[src/source/led_panel_pkg.sv]
// LED panel shared definitions
`default_nettype none

package led_panel_pkg;

    // ==============================
    // Sizes and fixed options
    // ==============================
    localparam int LED_COUNT    = 8;
    localparam int SREG_BITS    = 2 * LED_COUNT;      // Red and green per LED
    localparam int PRESCALE     = 3;                  // Tick every PRESCALE+1 clk
    localparam bit SREG_INVERT  = 1'b0;
    localparam bit SREG_REVERSE = 1'b0;               // Set to shift top bit first
    localparam int BLINK_W      = 24;
    localparam int WB_ADDR_W    = 2;
    localparam int WB_DATA_W    = 32;
    localparam int PRESCALE_W   = $clog2(PRESCALE + 1);
    localparam int BIT_IDX_W    = $clog2(SREG_BITS);

    // ==============================
    // Types
    // ==============================
    typedef logic [LED_COUNT-1:0]  led_vec_t;
    typedef logic [SREG_BITS-1:0]  sreg_frame_t;      // Bit 2i red, 2i+1 green
    typedef logic [BLINK_W-1:0]    blink_cnt_t;
    typedef logic [WB_ADDR_W-1:0]  wb_addr_t;
    typedef logic [WB_DATA_W-1:0]  wb_data_t;
    typedef logic [PRESCALE_W-1:0] presc_cnt_t;
    typedef logic [BIT_IDX_W-1:0]  bit_idx_t;

    localparam presc_cnt_t PRESCALE_RELOAD = presc_cnt_t'(PRESCALE);
    localparam bit_idx_t   BIT_LAST        = bit_idx_t'(SREG_BITS - 1);

    // Register map
    localparam wb_addr_t REG_RED        = 2'd0;
    localparam wb_addr_t REG_GREEN      = 2'd1;
    localparam wb_addr_t REG_BLINK_MASK = 2'd2;
    localparam wb_addr_t REG_BLINK_HALF = 2'd3;

    typedef struct packed {
        logic     cyc;
        logic     stb;
        logic     we;
        wb_addr_t adr;
        wb_data_t dat;
    } wb_req_t;

    typedef struct packed {
        logic     ack;
        wb_data_t dat;
    } wb_rsp_t;

    typedef struct packed {
        led_vec_t   red;
        led_vec_t   green;
        led_vec_t   blink_mask;
        blink_cnt_t blink_half;
    } led_cfg_t;

    typedef enum logic [1:0] {
        SER_IDLE,
        SER_DATA,
        SER_CLK,
        SER_LATCH
    } ser_state_t;

endpackage

`default_nettype wire

[src/source/led_wb_regs.sv]
// Wishbone control registers
`timescale 1ns/100ps
`default_nettype none

module led_wb_regs (
    input  wire logic                   clk,
    input  wire logic                   rst,
    input  wire led_panel_pkg::wb_req_t wb_req,
    output led_panel_pkg::wb_rsp_t      wb_rsp,
    output led_panel_pkg::led_cfg_t     cfg
);

    logic                     req;
    logic                     served;       // Request already answered
    logic                     take;
    logic                     ack_reg;
    led_panel_pkg::wb_data_t  rdat_reg;
    led_panel_pkg::wb_data_t  rdat_next;
    led_panel_pkg::led_cfg_t  cfg_reg;

    assign req  = wb_req.cyc && wb_req.stb;
    assign take = req && !served;

    // ==============================
    // Readback mux
    // ==============================
    always_comb begin
        case (wb_req.adr)
            led_panel_pkg::REG_RED: begin
                rdat_next = led_panel_pkg::wb_data_t'(cfg_reg.red);
            end
            led_panel_pkg::REG_GREEN: begin
                rdat_next = led_panel_pkg::wb_data_t'(cfg_reg.green);
            end
            led_panel_pkg::REG_BLINK_MASK: begin
                rdat_next = led_panel_pkg::wb_data_t'(cfg_reg.blink_mask);
            end
            default: begin
                rdat_next = led_panel_pkg::wb_data_t'(cfg_reg.blink_half);
            end
        endcase
    end

    // ==============================
    // Handshake and register writes
    // ==============================
    always_ff @(posedge clk) begin
        if (rst) begin
            ack_reg <= 1'b0;
            served  <= 1'b0;
            cfg_reg <= '0;
        end else begin
            ack_reg <= take;
            served  <= req;                   // Cleared once stb drops
            if (take && wb_req.we) begin
                case (wb_req.adr)
                    led_panel_pkg::REG_RED: begin
                        cfg_reg.red <= wb_req.dat[led_panel_pkg::LED_COUNT-1:0];
                    end
                    led_panel_pkg::REG_GREEN: begin
                        cfg_reg.green <= wb_req.dat[led_panel_pkg::LED_COUNT-1:0];
                    end
                    led_panel_pkg::REG_BLINK_MASK: begin
                        cfg_reg.blink_mask <= wb_req.dat[led_panel_pkg::LED_COUNT-1:0];
                    end
                    default: begin
                        cfg_reg.blink_half <= wb_req.dat[led_panel_pkg::BLINK_W-1:0];
                    end
                endcase
            end
        end
    end

    // Read data held with ack
    always_ff @(posedge clk) begin
        if (take) begin
            rdat_reg <= rdat_next;
        end
    end

    assign wb_rsp.ack = ack_reg;
    assign wb_rsp.dat = rdat_reg;
    assign cfg        = cfg_reg;

    // Every ack answers a request seen one clk earlier
    ack_follows_req: assert property (
        @(posedge clk) disable iff (rst)
        wb_rsp.ack |-> $past(wb_req.cyc && wb_req.stb)
    );

endmodule

`default_nettype wire

[src/source/led_blink.sv]
// Blink phase and frame builder
`timescale 1ns/100ps
`default_nettype none

module led_blink (
    input  wire logic                    clk,
    input  wire logic                    rst,
    input  wire led_panel_pkg::led_cfg_t cfg,
    output led_panel_pkg::sreg_frame_t   frame
);

    led_panel_pkg::blink_cnt_t  half_cnt;
    led_panel_pkg::blink_cnt_t  half_prev;
    logic                       dark;        // High during the off half
    led_panel_pkg::led_vec_t    off_mask;
    led_panel_pkg::sreg_frame_t frame_next;
    led_panel_pkg::sreg_frame_t frame_reg;

    // ==============================
    // Phase counter
    // ==============================
    always_ff @(posedge clk) begin
        if (rst) begin
            half_cnt  <= '0;
            half_prev <= '0;
            dark      <= 1'b0;
        end else begin
            half_prev <= cfg.blink_half;
            if (cfg.blink_half == '0) begin
                half_cnt <= '0;                     // Blinking off, stay lit
                dark     <= 1'b0;
            end else if (cfg.blink_half != half_prev) begin
                half_cnt <= cfg.blink_half;         // Restart on new period
                dark     <= 1'b0;
            end else if (half_cnt == '0) begin
                half_cnt <= cfg.blink_half;
                dark     <= !dark;
            end else begin
                half_cnt <= half_cnt - 1'b1;
            end
        end
    end

    // ==============================
    // Frame assembly
    // ==============================
    assign off_mask = dark ? cfg.blink_mask : '0;

    always_comb begin
        frame_next = '0;
        for (int i = 0; i < led_panel_pkg::LED_COUNT; i++) begin
            frame_next[2*i]   = cfg.red[i] && !off_mask[i];
            frame_next[2*i+1] = cfg.green[i] && !off_mask[i];
        end
    end

    always_ff @(posedge clk) begin
        if (rst) begin
            frame_reg <= '0;
        end else begin
            frame_reg <= frame_next;
        end
    end

    assign frame = frame_reg;

    // A zero half-period keeps the panel lit
    lit_when_frozen: assert property (
        @(posedge clk) disable iff (rst)
        (cfg.blink_half == '0) |=> !dark
    );

endmodule

`default_nettype wire

[src/source/led_sreg_ser.sv]
// Shift register chain serializer
`timescale 1ns/100ps
`default_nettype none

module led_sreg_ser (
    input  wire logic                       clk,
    input  wire logic                       rst,
    input  wire led_panel_pkg::sreg_frame_t frame,
    output logic                            sreg_d,
    output logic                            sreg_clk,
    output logic                            sreg_ld
);

    led_panel_pkg::presc_cnt_t  pre_cnt;
    logic                       tick;
    logic                       start;
    logic                       pending;     // New frame waiting
    led_panel_pkg::sreg_frame_t last_frame;
    led_panel_pkg::sreg_frame_t shadow;      // Frame being shifted
    led_panel_pkg::bit_idx_t    bit_idx;
    led_panel_pkg::ser_state_t  state;
    logic                       d_reg;
    logic                       clk_reg;
    logic                       ld_reg;

    // Picks the next bit in shift order
    function automatic logic pick_bit(
        input led_panel_pkg::sreg_frame_t f,
        input led_panel_pkg::bit_idx_t    idx
    );
        if (led_panel_pkg::SREG_REVERSE) begin
            return f[led_panel_pkg::BIT_LAST - idx];
        end
        return f[idx];
    endfunction

    assign tick  = (pre_cnt == '0);
    assign start = tick && (state == led_panel_pkg::SER_IDLE) && pending;

    // ==============================
    // Prescaler and frame tracking
    // ==============================
    always_ff @(posedge clk) begin
        if (rst) begin
            pre_cnt    <= '0;
            pending    <= 1'b1;                 // Send a blank frame after reset
            last_frame <= '0;
        end else begin
            pre_cnt <= tick ? led_panel_pkg::PRESCALE_RELOAD : pre_cnt - 1'b1;
            if (start) begin
                last_frame <= frame;
                pending    <= 1'b0;
            end else if (frame != last_frame) begin
                last_frame <= frame;
                pending    <= 1'b1;
            end
        end
    end

    always_ff @(posedge clk) begin
        if (start) begin
            shadow <= frame;
        end
    end

    // ==============================
    // Shift state machine
    // ==============================
    always_ff @(posedge clk) begin
        if (rst) begin
            state   <= led_panel_pkg::SER_IDLE;
            bit_idx <= '0;
            d_reg   <= 1'b0;
            clk_reg <= 1'b0;
            ld_reg  <= 1'b0;
        end else if (tick) begin
            case (state)
                led_panel_pkg::SER_IDLE: begin
                    if (start) begin
                        bit_idx <= '0;
                        d_reg   <= pick_bit(frame, '0);
                        state   <= led_panel_pkg::SER_DATA;
                    end
                end
                led_panel_pkg::SER_DATA: begin
                    clk_reg <= 1'b1;               // Chain samples here
                    state   <= led_panel_pkg::SER_CLK;
                end
                led_panel_pkg::SER_CLK: begin
                    clk_reg <= 1'b0;
                    if (bit_idx == led_panel_pkg::BIT_LAST) begin
                        d_reg  <= 1'b0;
                        ld_reg <= 1'b1;
                        state  <= led_panel_pkg::SER_LATCH;
                    end else begin
                        bit_idx <= bit_idx + 1'b1;
                        d_reg   <= pick_bit(shadow, bit_idx + 1'b1);
                        state   <= led_panel_pkg::SER_DATA;
                    end
                end
                default: begin
                    ld_reg <= 1'b0;
                    state  <= led_panel_pkg::SER_IDLE;
                end
            endcase
        end
    end

    assign sreg_d   = d_reg ^ led_panel_pkg::SREG_INVERT;
    assign sreg_clk = clk_reg;
    assign sreg_ld  = ld_reg;

    clk_ld_exclusive: assert property (
        @(posedge clk) disable iff (rst)
        !(sreg_clk && sreg_ld)
    );

    // Latch pulse only comes from the final state
    ld_in_latch: assert property (
        @(posedge clk) disable iff (rst)
        sreg_ld |-> (state == led_panel_pkg::SER_LATCH)
    );

endmodule

`default_nettype wire

[src/source/led_panel_top.sv]
// LED panel top level
`timescale 1ns/100ps
`default_nettype none

module led_panel_top (
    input  wire logic                   clk,
    input  wire logic                   rst,
    input  wire led_panel_pkg::wb_req_t wb_req,
    output wire led_panel_pkg::wb_rsp_t wb_rsp,
    output wire logic                   sreg_d,
    output wire logic                   sreg_clk,
    output wire logic                   sreg_ld
);

    wire led_panel_pkg::led_cfg_t    cfg;
    wire led_panel_pkg::sreg_frame_t frame;

    // ==============================
    // Pipeline stages
    // ==============================

    // Host registers
    led_wb_regs u_regs (
        .clk    (clk),
        .rst    (rst),
        .wb_req (wb_req),
        .wb_rsp (wb_rsp),
        .cfg    (cfg)
    );

    // Blink and frame build
    led_blink u_blink (
        .clk   (clk),
        .rst   (rst),
        .cfg   (cfg),
        .frame (frame)
    );

    // Serial output to the chain
    led_sreg_ser u_ser (
        .clk      (clk),
        .rst      (rst),
        .frame    (frame),
        .sreg_d   (sreg_d),
        .sreg_clk (sreg_clk),
        .sreg_ld  (sreg_ld)
    );

endmodule

`default_nettype wire

[config.mk]
export PLATFORM = sky130hd
export DESIGN_NAME = led_panel_top
export DESIGN_NICKNAME = d
export VERILOG_FILES = /design/src/source/led_panel_pkg.sv /design/src/source/led_wb_regs.sv /design/src/source/led_blink.sv /design/src/source/led_sreg_ser.sv /design/src/source/led_panel_top.sv
export SDC_FILE = /design/constraint.sdc
export NUM_CORES = 1
export LEC_CHECK = 0
export ABC_AREA = 1
export ABC_CLOCK_PERIOD_IN_PS = 3000
export BUFFER_PORTS_ARGS = -buffer_cell sky130_fd_sc_hd__buf_2
export CORE_MARGIN = 3
export CORE_UTILIZATION = 50
export CTS_CLUSTER_SIZE = 12
export DETAILED_ROUTE_END_ITERATION = 12
export GPL_TIMING_DRIVEN = 0
export HOLD_SLACK_MARGIN = 0.05
export MAX_ROUTING_LAYER = met4
export PLACE_DENSITY = 0.79
export SLEW_MARGIN = 20
export SYNTH_ARGS = -nofsm -noshare
export SYNTH_HDL_FRONTEND = slang
export SYNTH_SLANG_ARGS = --single-unit
[constraint.sdc]
create_clock -name clk -period 3 [get_ports clk]
set_input_delay 0.6 -clock clk [delete_from_list [all_inputs] [get_ports clk]]
set_output_delay 0.6 -clock clk [all_outputs]
set_load 0.005 [all_outputs]
==> Word-level counts from Yosys, hierarchy flattened <==
Cells that the tools add are included.
{ "op_classes": {"add_sub_neg": 3, "n_mux": 23, "magnitude_cmp": 1, "reduce_logical": 52, "multipliers": 0, "bitwise": 2, "div_mod_pow": 0, "eq_ne": 10, "shift": 0} }
{ "ops": {"columns": ["cell", "n"], "rows": [
  ["one-hot mux 24 bit (3 select lines)", 1],
  ["logical NOT 24 bit", 2],
  ["2-to-1 mux 24 bit", 2],
  ["2-to-1 mux 16 bit", 2],
  ["inequality test 24 bit", 1],
  ["subtractor 24 x 1 -> 24 bit, second input constant", 1],
  ["logical AND 1 bit", 21],
  ["inequality test 16 bit", 1],
  ["AND reduction 2 bit", 6],
  ["logical NOT 1 bit", 10],
  ["2-to-1 mux 4 bit", 2],
  ["2-to-1 mux 8 bit", 1],
  ["one-hot mux 4 bit (2 select lines)", 1],
  ["logical NOT 2 bit", 3],
  ["2-to-1 mux 1 bit", 6],
  ["2-to-1 mux 2 bit", 3],
  ["one-hot mux 1 bit (2 select lines)", 3],
  ["one-hot mux 2 bit (3 select lines)", 1],
  ["AND reduction 3 bit", 2],
  ["nonzero test 2 bit", 3],
  ["OR reduction 3 bit", 2],
  ["< comparator 4 x 5 -> 1 bit, second input constant", 1],
  ["adder 4 x 1 -> 4 bit, second input constant", 1],
  ["binary-select mux 1 bit (select 4 bit)", 1],
  ["other kinds (9)", 14]
]} }
{ "totals": {"elab_cells": 111, "latch_bits": 0, "register_bits": 191, "mem_bits_rw": 0, "mem_count": 0, "rom_bits": 0, "output_inout_bits": 36, "inputBits": 39} }

==> Longest topological paths before layout <==
{ "depth": {"ltp_word": 5, "ltp_mapped": 13, "mapped_depth_nobuf": 12} }

==> Cells and area by module <==
Synthesis repeated with hierarchy kept, for this count alone.
{ "hier_totals": {"hier_cells": 1211, "hier_area_um2": 8748.4} }
{ "by_module_without_submodules": {"columns": ["module", "cells_each", "seq_area_each_um2", "n_inst", "area_each_um2"], "rows": [
  ["led_blink", 584, 1301.2, 1, 3592.2],
  ["led_wb_regs", 417, 1721.7, 1, 3264.4],
  ["led_sreg_ser", 210, 1041.0, 1, 1891.8]
]} }

==> Least setup slack after synthesis <==
OpenSTA, ideal clock, no wires.
{ "synth_path": {"path_kind": "input port to flip-flop", "start": "input port wb_req[35] (netlist name)", "end": "register u_regs.cfg_reg (netlist bit u_regs.cfg[45])", "t_arrival_ps": 2547, "setup_time_ps": 128, "path_buffers": 1, "path_slack_ps": 325, "path_stages": 6, "cell_sequence": "inv_1 > nor3_2 > nand3_1 > clkbuf_1 > o21ai_0 > a21oi_1"} }
{ "synth_between": {"elab_chain_len": 4} }
{ "synth_lines": {"columns": ["item", "line", "rtl"], "rows": [
  ["start, declared", "led_panel_top.sv:8", "input wire led_panel_pkg::wb_req_t wb_req,"],
  ["logical AND 1 bit", "led_wb_regs.sv:21", "assign req = wb_req.cyc && wb_req.stb;"],
  ["logical AND 1 bit", "led_wb_regs.sv:22", "assign take = req && !served;"],
  ["via u_regs.take", "led_wb_regs.sv:15", "logic take;"],
  ["logical AND 1 bit", "led_wb_regs.sv:55", "if (take && wb_req.we) begin"],
  ["AND reduction 2 bit (no source line)", null, null],
  ["end, declared", "led_wb_regs.sv:19", "led_panel_pkg::led_cfg_t cfg_reg;"]
]} }
The timed path passes the listed nets, and every way through them passes these cells.
A chain may end at the register's enable or synchronous reset.

==> Final worst setup path <==
{ "layout_path": {"start": "register u_blink.half_cnt[0]", "end": "register u_blink.half_cnt[4]"} }
{ "layout_between": {"elab_chain_len": 3, "elab_cells_between_ends": 4, "classes_between": "1 x add/sub; 2 x mux; 1 x reduce/logical"} }
{ "layout_lines": {"columns": ["item", "line", "rtl"], "rows": [
  ["start, declared", "led_blink.sv:12", "led_panel_pkg::blink_cnt_t half_cnt;"],
  ["start signal, assigned", "led_blink.sv:33", "half_cnt <= cfg.blink_half;"],
  ["start signal, assigned", "led_blink.sv:36", "half_cnt <= cfg.blink_half;"],
  ["start signal, assigned", "led_blink.sv:39", "half_cnt <= half_cnt - 1'b1;"],
  ["subtractor 24 x 1 -> 24 bit or logical NOT 24 bit (tied branches)", "led_blink.sv:39, led_blink.sv:35", null],
  ["2-to-1 mux 24 bit (*)", "led_blink.sv:35", "end else if (half_cnt == '0) begin"],
  ["2-to-1 mux 24 bit (*)", "led_blink.sv:32", "end else if (cfg.blink_half != half_prev) begin"]
]} }
Every way passes the cells marked *; elsewhere a longest branch is shown, timed or not.

==> impl_metrics.py <==
metrics = {
    "worst_setup_path": {
        "path_cells": "inv_1, ha_1, nand2_2, nor2_4, nand3_4, buf_2, o21ai_0, o21ai_1, nand2_1, a21oi_1",
        "crit_slowest_cell": "dfxtp_1",
        "worstSetupPathType": "register to register",
        "cp-start-kind": "register",
        "crit_buf_inv": 2,
        "endpoint_kind": "register",
        "max_stage_delay_ns": 0.30,
        "cp-endpoint": "u_blink.half_cnt[4]$_SDFF_PP0_",
        "reg2reg_from": "u_blink.half_cnt[0]$_SDFF_PP0_",
        "r2r_end": "u_blink.half_cnt[4]$_SDFF_PP0_",
        "path_max_fanout": 10,
        "worstSetupStartpoint": "u_blink.half_cnt[0]$_SDFF_PP0_",
        "cp.depth": 10,
        "path_delay_family": "simple AND/OR/NAND/NOR gates",
        "reg2reg_depth": 10,
        "reg2reg_slack_ns": 1.13,
        "worstPathArrival_ns": 2.15,
        "required_ns": 3.28,
    },
    "detailed_routing": {
        "drc": 0,
        "viasPerCell": 5.106,
        "vias": 7016,
        "wl_um": 20100,
        "firstDrtPassIters": 6,
        "wl_per_cell_um": 14.63,
        "drt_iter0_drc": 562,
        "drtAntennaViolNets": 0,
    },
    "floorplanning": {
        "initial_core_util": 0.5114,
        "rows": 46,
        "io_pins": 75,
        "die_h_um": 133.7,
        "die_w_um": 133.7,
        "core_area_sq_um": 15940,
        "dieArea_sq_um": 17870,
    },
    "run": {
        "maxCapViolCount": 0,
    },
    "synth": {
        "synth_compound_area_frac": 0.1134,
        "yosys.area_share.simple": 0.2508,
        "yosys.area_share.xor_xnor": 0.03330,
        "synth_ff_type": "dfxtp_1",
        "synth_mux_area_frac": 0,
        "synth_most_common_cell": "nand2_1",
        "ys_types": 39,
        "synth_cells": 1059,
        "yosys_warnings": 0,
        "synth_top_family_by_area": "simple AND/OR/NAND/NOR gates",
        "async_flop_share": 0,
        "synthTopCellsByCount": "228 x nand2_1, 169 x nor2_1, 143 x dfxtp_1, 127 x inv_1, 72 x o21ai_0",
        "synth_edf_count": 40,
        "synth_fa_ha_area_frac": 0.009208,
        "synth_area_leaders": "dfxtp_1 35%, edfxtp_1 15%, nand2_1 10%, nor2_1 7.8%, inv_1 5.8%",
        "seq_area_frac_synth": 0.4985,
        "synth_area_sq_um": 8153,
        "synth_top_cell_area_share": 0.3511,
        "synth_top_area_cell": "dfxtp_1",
        "syn_avg_cell_area_sq_um": 7.699,
        "ys_ff_latch": 183,
    },
    "placed_design": {
        "dp_hpwl_um": 14480,
        "dp_cells": 1342,
        "port_buffers": 57,
        "post-place-ws_ns": 0.9223,
        "place_congestion": 0.9063,
    },
    "timing": {
        "drv_slew": 0,
        "hold_viol_final": 0,
        "setup_violations": 0,
        "setup_ws_ns": 1.135,
        "fin_crit_ns": 1.865,
        "fin_worst_skew_ns": 0.005927,
        "maxSlewHeadroom": 0.5883,
        "rsz0062_at_grt": "no",
        "worst_pin_slew_ns": 0.6176,
        "fin_crit_sh": 0.6218,
        "fmax_mhz": 536.1,
    },
    "finish": {
        "largest_register_ffs": 48,
        "finalNetCount": 1190,
        "diodes": 0,
        "drive_gt1_frac": 0.1295,
        "area.growth.synth_to_final_pct": 14.86,
        "stdcell_count": 1374,
    },
    "global_route": {
        "gr-total-overflow": 0,
        "use_met3": 0.03852,
        "antenna_found_initial": 0,
        "grt_max_degree": 18,
        "grtUsageMet2": 0.3615,
        "grt_util_met1": 0.3190,
        "top_usage_layer": "met2",
        "track_usage": 0.2367,
        "grt_pass1_vias": 6588,
        "grt_pass1_wl_um": 32910,
    },
    "clocking": {
        "clock_latency_ns": 0.43,
        "clockRootBuffer": "clkbuf_16",
        "cts_buffers": 17,
        "clock-sinks": 183,
        "path_clk_slew_ns": 0.07,
        "htreeDepth": 4,
        "ctsResizeCount": 0,
        "cts_hold_buffers": 0,
        "cts_setup_buffers": 0,
        "clockBufferDepth": 2,
        "cts_tree": "yes",
    },
    "status": {
        "outcome": "finished, final reports clean",
    },
    "power_and_ir_drop": {
        "ir_drop_mv": 0.6792,
        "power.total_mw": 10.00,
        "cellPowerDensity_nw_per_um2": 1068,
        "leakage_nw": 4.022,
    },
    "worst_hold_path": {
        "hold_depth": 1,
        "min_path_type": "register to register",
    },
}
## kinds of logic after synthesis
logic type,count (synthesis)
other,1
xor gates and xnor gates,31
adders and majority gates,6
DFF,183
buffers and inverters,181
and+or+nand+nor,489
AOI/OAI and AO/OA,168
## per-layer routing
metal	wire length, um	vias up	part of all wire
met3	1371	46	0.068
met1	8959	3140	0.45
li1	-	3531	-
met5	0	-	0
met4	619	0	0.031
met2	9145	299	0.46
## layout make-up
cell class / count / area, sq um
repair buffers: 60 / 335.3
clock inverters: 10 / 81.33
plain buffers: 42 / 247.7
inverters: 139 / 521.8
fillers: 1377 / 6579
flip-flops and latches: 183 / 4064
multi-input cells: 702 / 3357
clock buffers: 22 / 486.7
well taps: 216 / 270.3
## power by group
part	switching [mW]	internal [mW]	leakage, nW
Sequential	0.162	2.75	1.55
Combinational	3.20	1.75	2.20
Clock	0.965	1.18	0.273
## how the worst min path moves through the flow
stage,to,slack (ns),from
after detailed placement,u_ser.last_frame[10]$_SDFFE_PP0P_,0.44,u_blink.frame[10]$_SDFF_PP0_
final,u_ser.pre_cnt[0]$_SDFF_PP0_,0.45,u_ser.pre_cnt[0]$_SDFF_PP0_
after CTS,u_regs.cfg[21]$_SDFFE_PP0P_,0.44,wb_req[21]
after global placement,u_ser.pre_cnt[0]$_SDFF_PP0_,0.42,u_ser.pre_cnt[0]$_SDFF_PP0_
after global routing,u_regs.cfg[17]$_SDFFE_PP0P_,0.45,wb_req[17]
after floorplan,u_ser.shadow[8]$_DFFE_PP_,0.41,u_blink.frame[8]$_SDFF_PP0_
## through the flow
stage / instance area, sq um / hold slack (ns) / TNS [ns] / util
2_1_floorplan: 8179 / 0.4082 / 0 / -
3_3_place_gp: 8735 / 0.4241 / -28.82 / 0.5479
3_5_place_dp: 8796 / 0.4437 / 0 / 0.5517
4_1_cts: 9364 / 0.4369 / 0 / 0.5873
5_1_grt: 9364 / 0.4537 / 0 / 0.5873
6_report: 9364 / 0.4450 / 0 / 0.5873
## worst register-to-register path, stage by stage, from the launching register on
cell     delay (ns)
dfxtp_1        0.30
inv_1          0.10
ha_1           0.25
nand2_2        0.12
nor2_4         0.20
nand3_4        0.14
buf_2          0.22
o21ai_0        0.14
o21ai_1        0.11
nand2_1        0.07
a21oi_1        0.07
## layout by cell type, fill, tap and decap left out, types with 2 or more instances in the layout
master,synthesis,final
ha_1,6,6
nand2_1,228,228
nand3_2,2,2
conb_1,1,8
a221oi_1,9,9
buf_6,6,6
or2_2,3,3
a21oi_2,7,7
nand3b_1,3,3
o21ai_1,12,12
clkbuf_1,17,20
nor2_1,169,169
inv_2,12,12
dfxtp_1,143,143
nor3_1,22,21
nand3_1,28,28
nor2_4,3,3
buf_1,3,3
xor2_1,10,10
nor2_2,8,8
nand4_1,16,16
buf_4,10,11
inv_1,127,127
xnor2_1,21,21
o21ai_0,72,72
inv_6,0,3
inv_8,0,2
and2_1,2,2
clkbuf_16,0,19
o211ai_1,2,2
edfxtp_1,40,40
a311oi_1,2,2
buf_2,6,63
clkinvlp_4,0,2
a21oi_1,61,61
(Power assumes the default switching activity.)
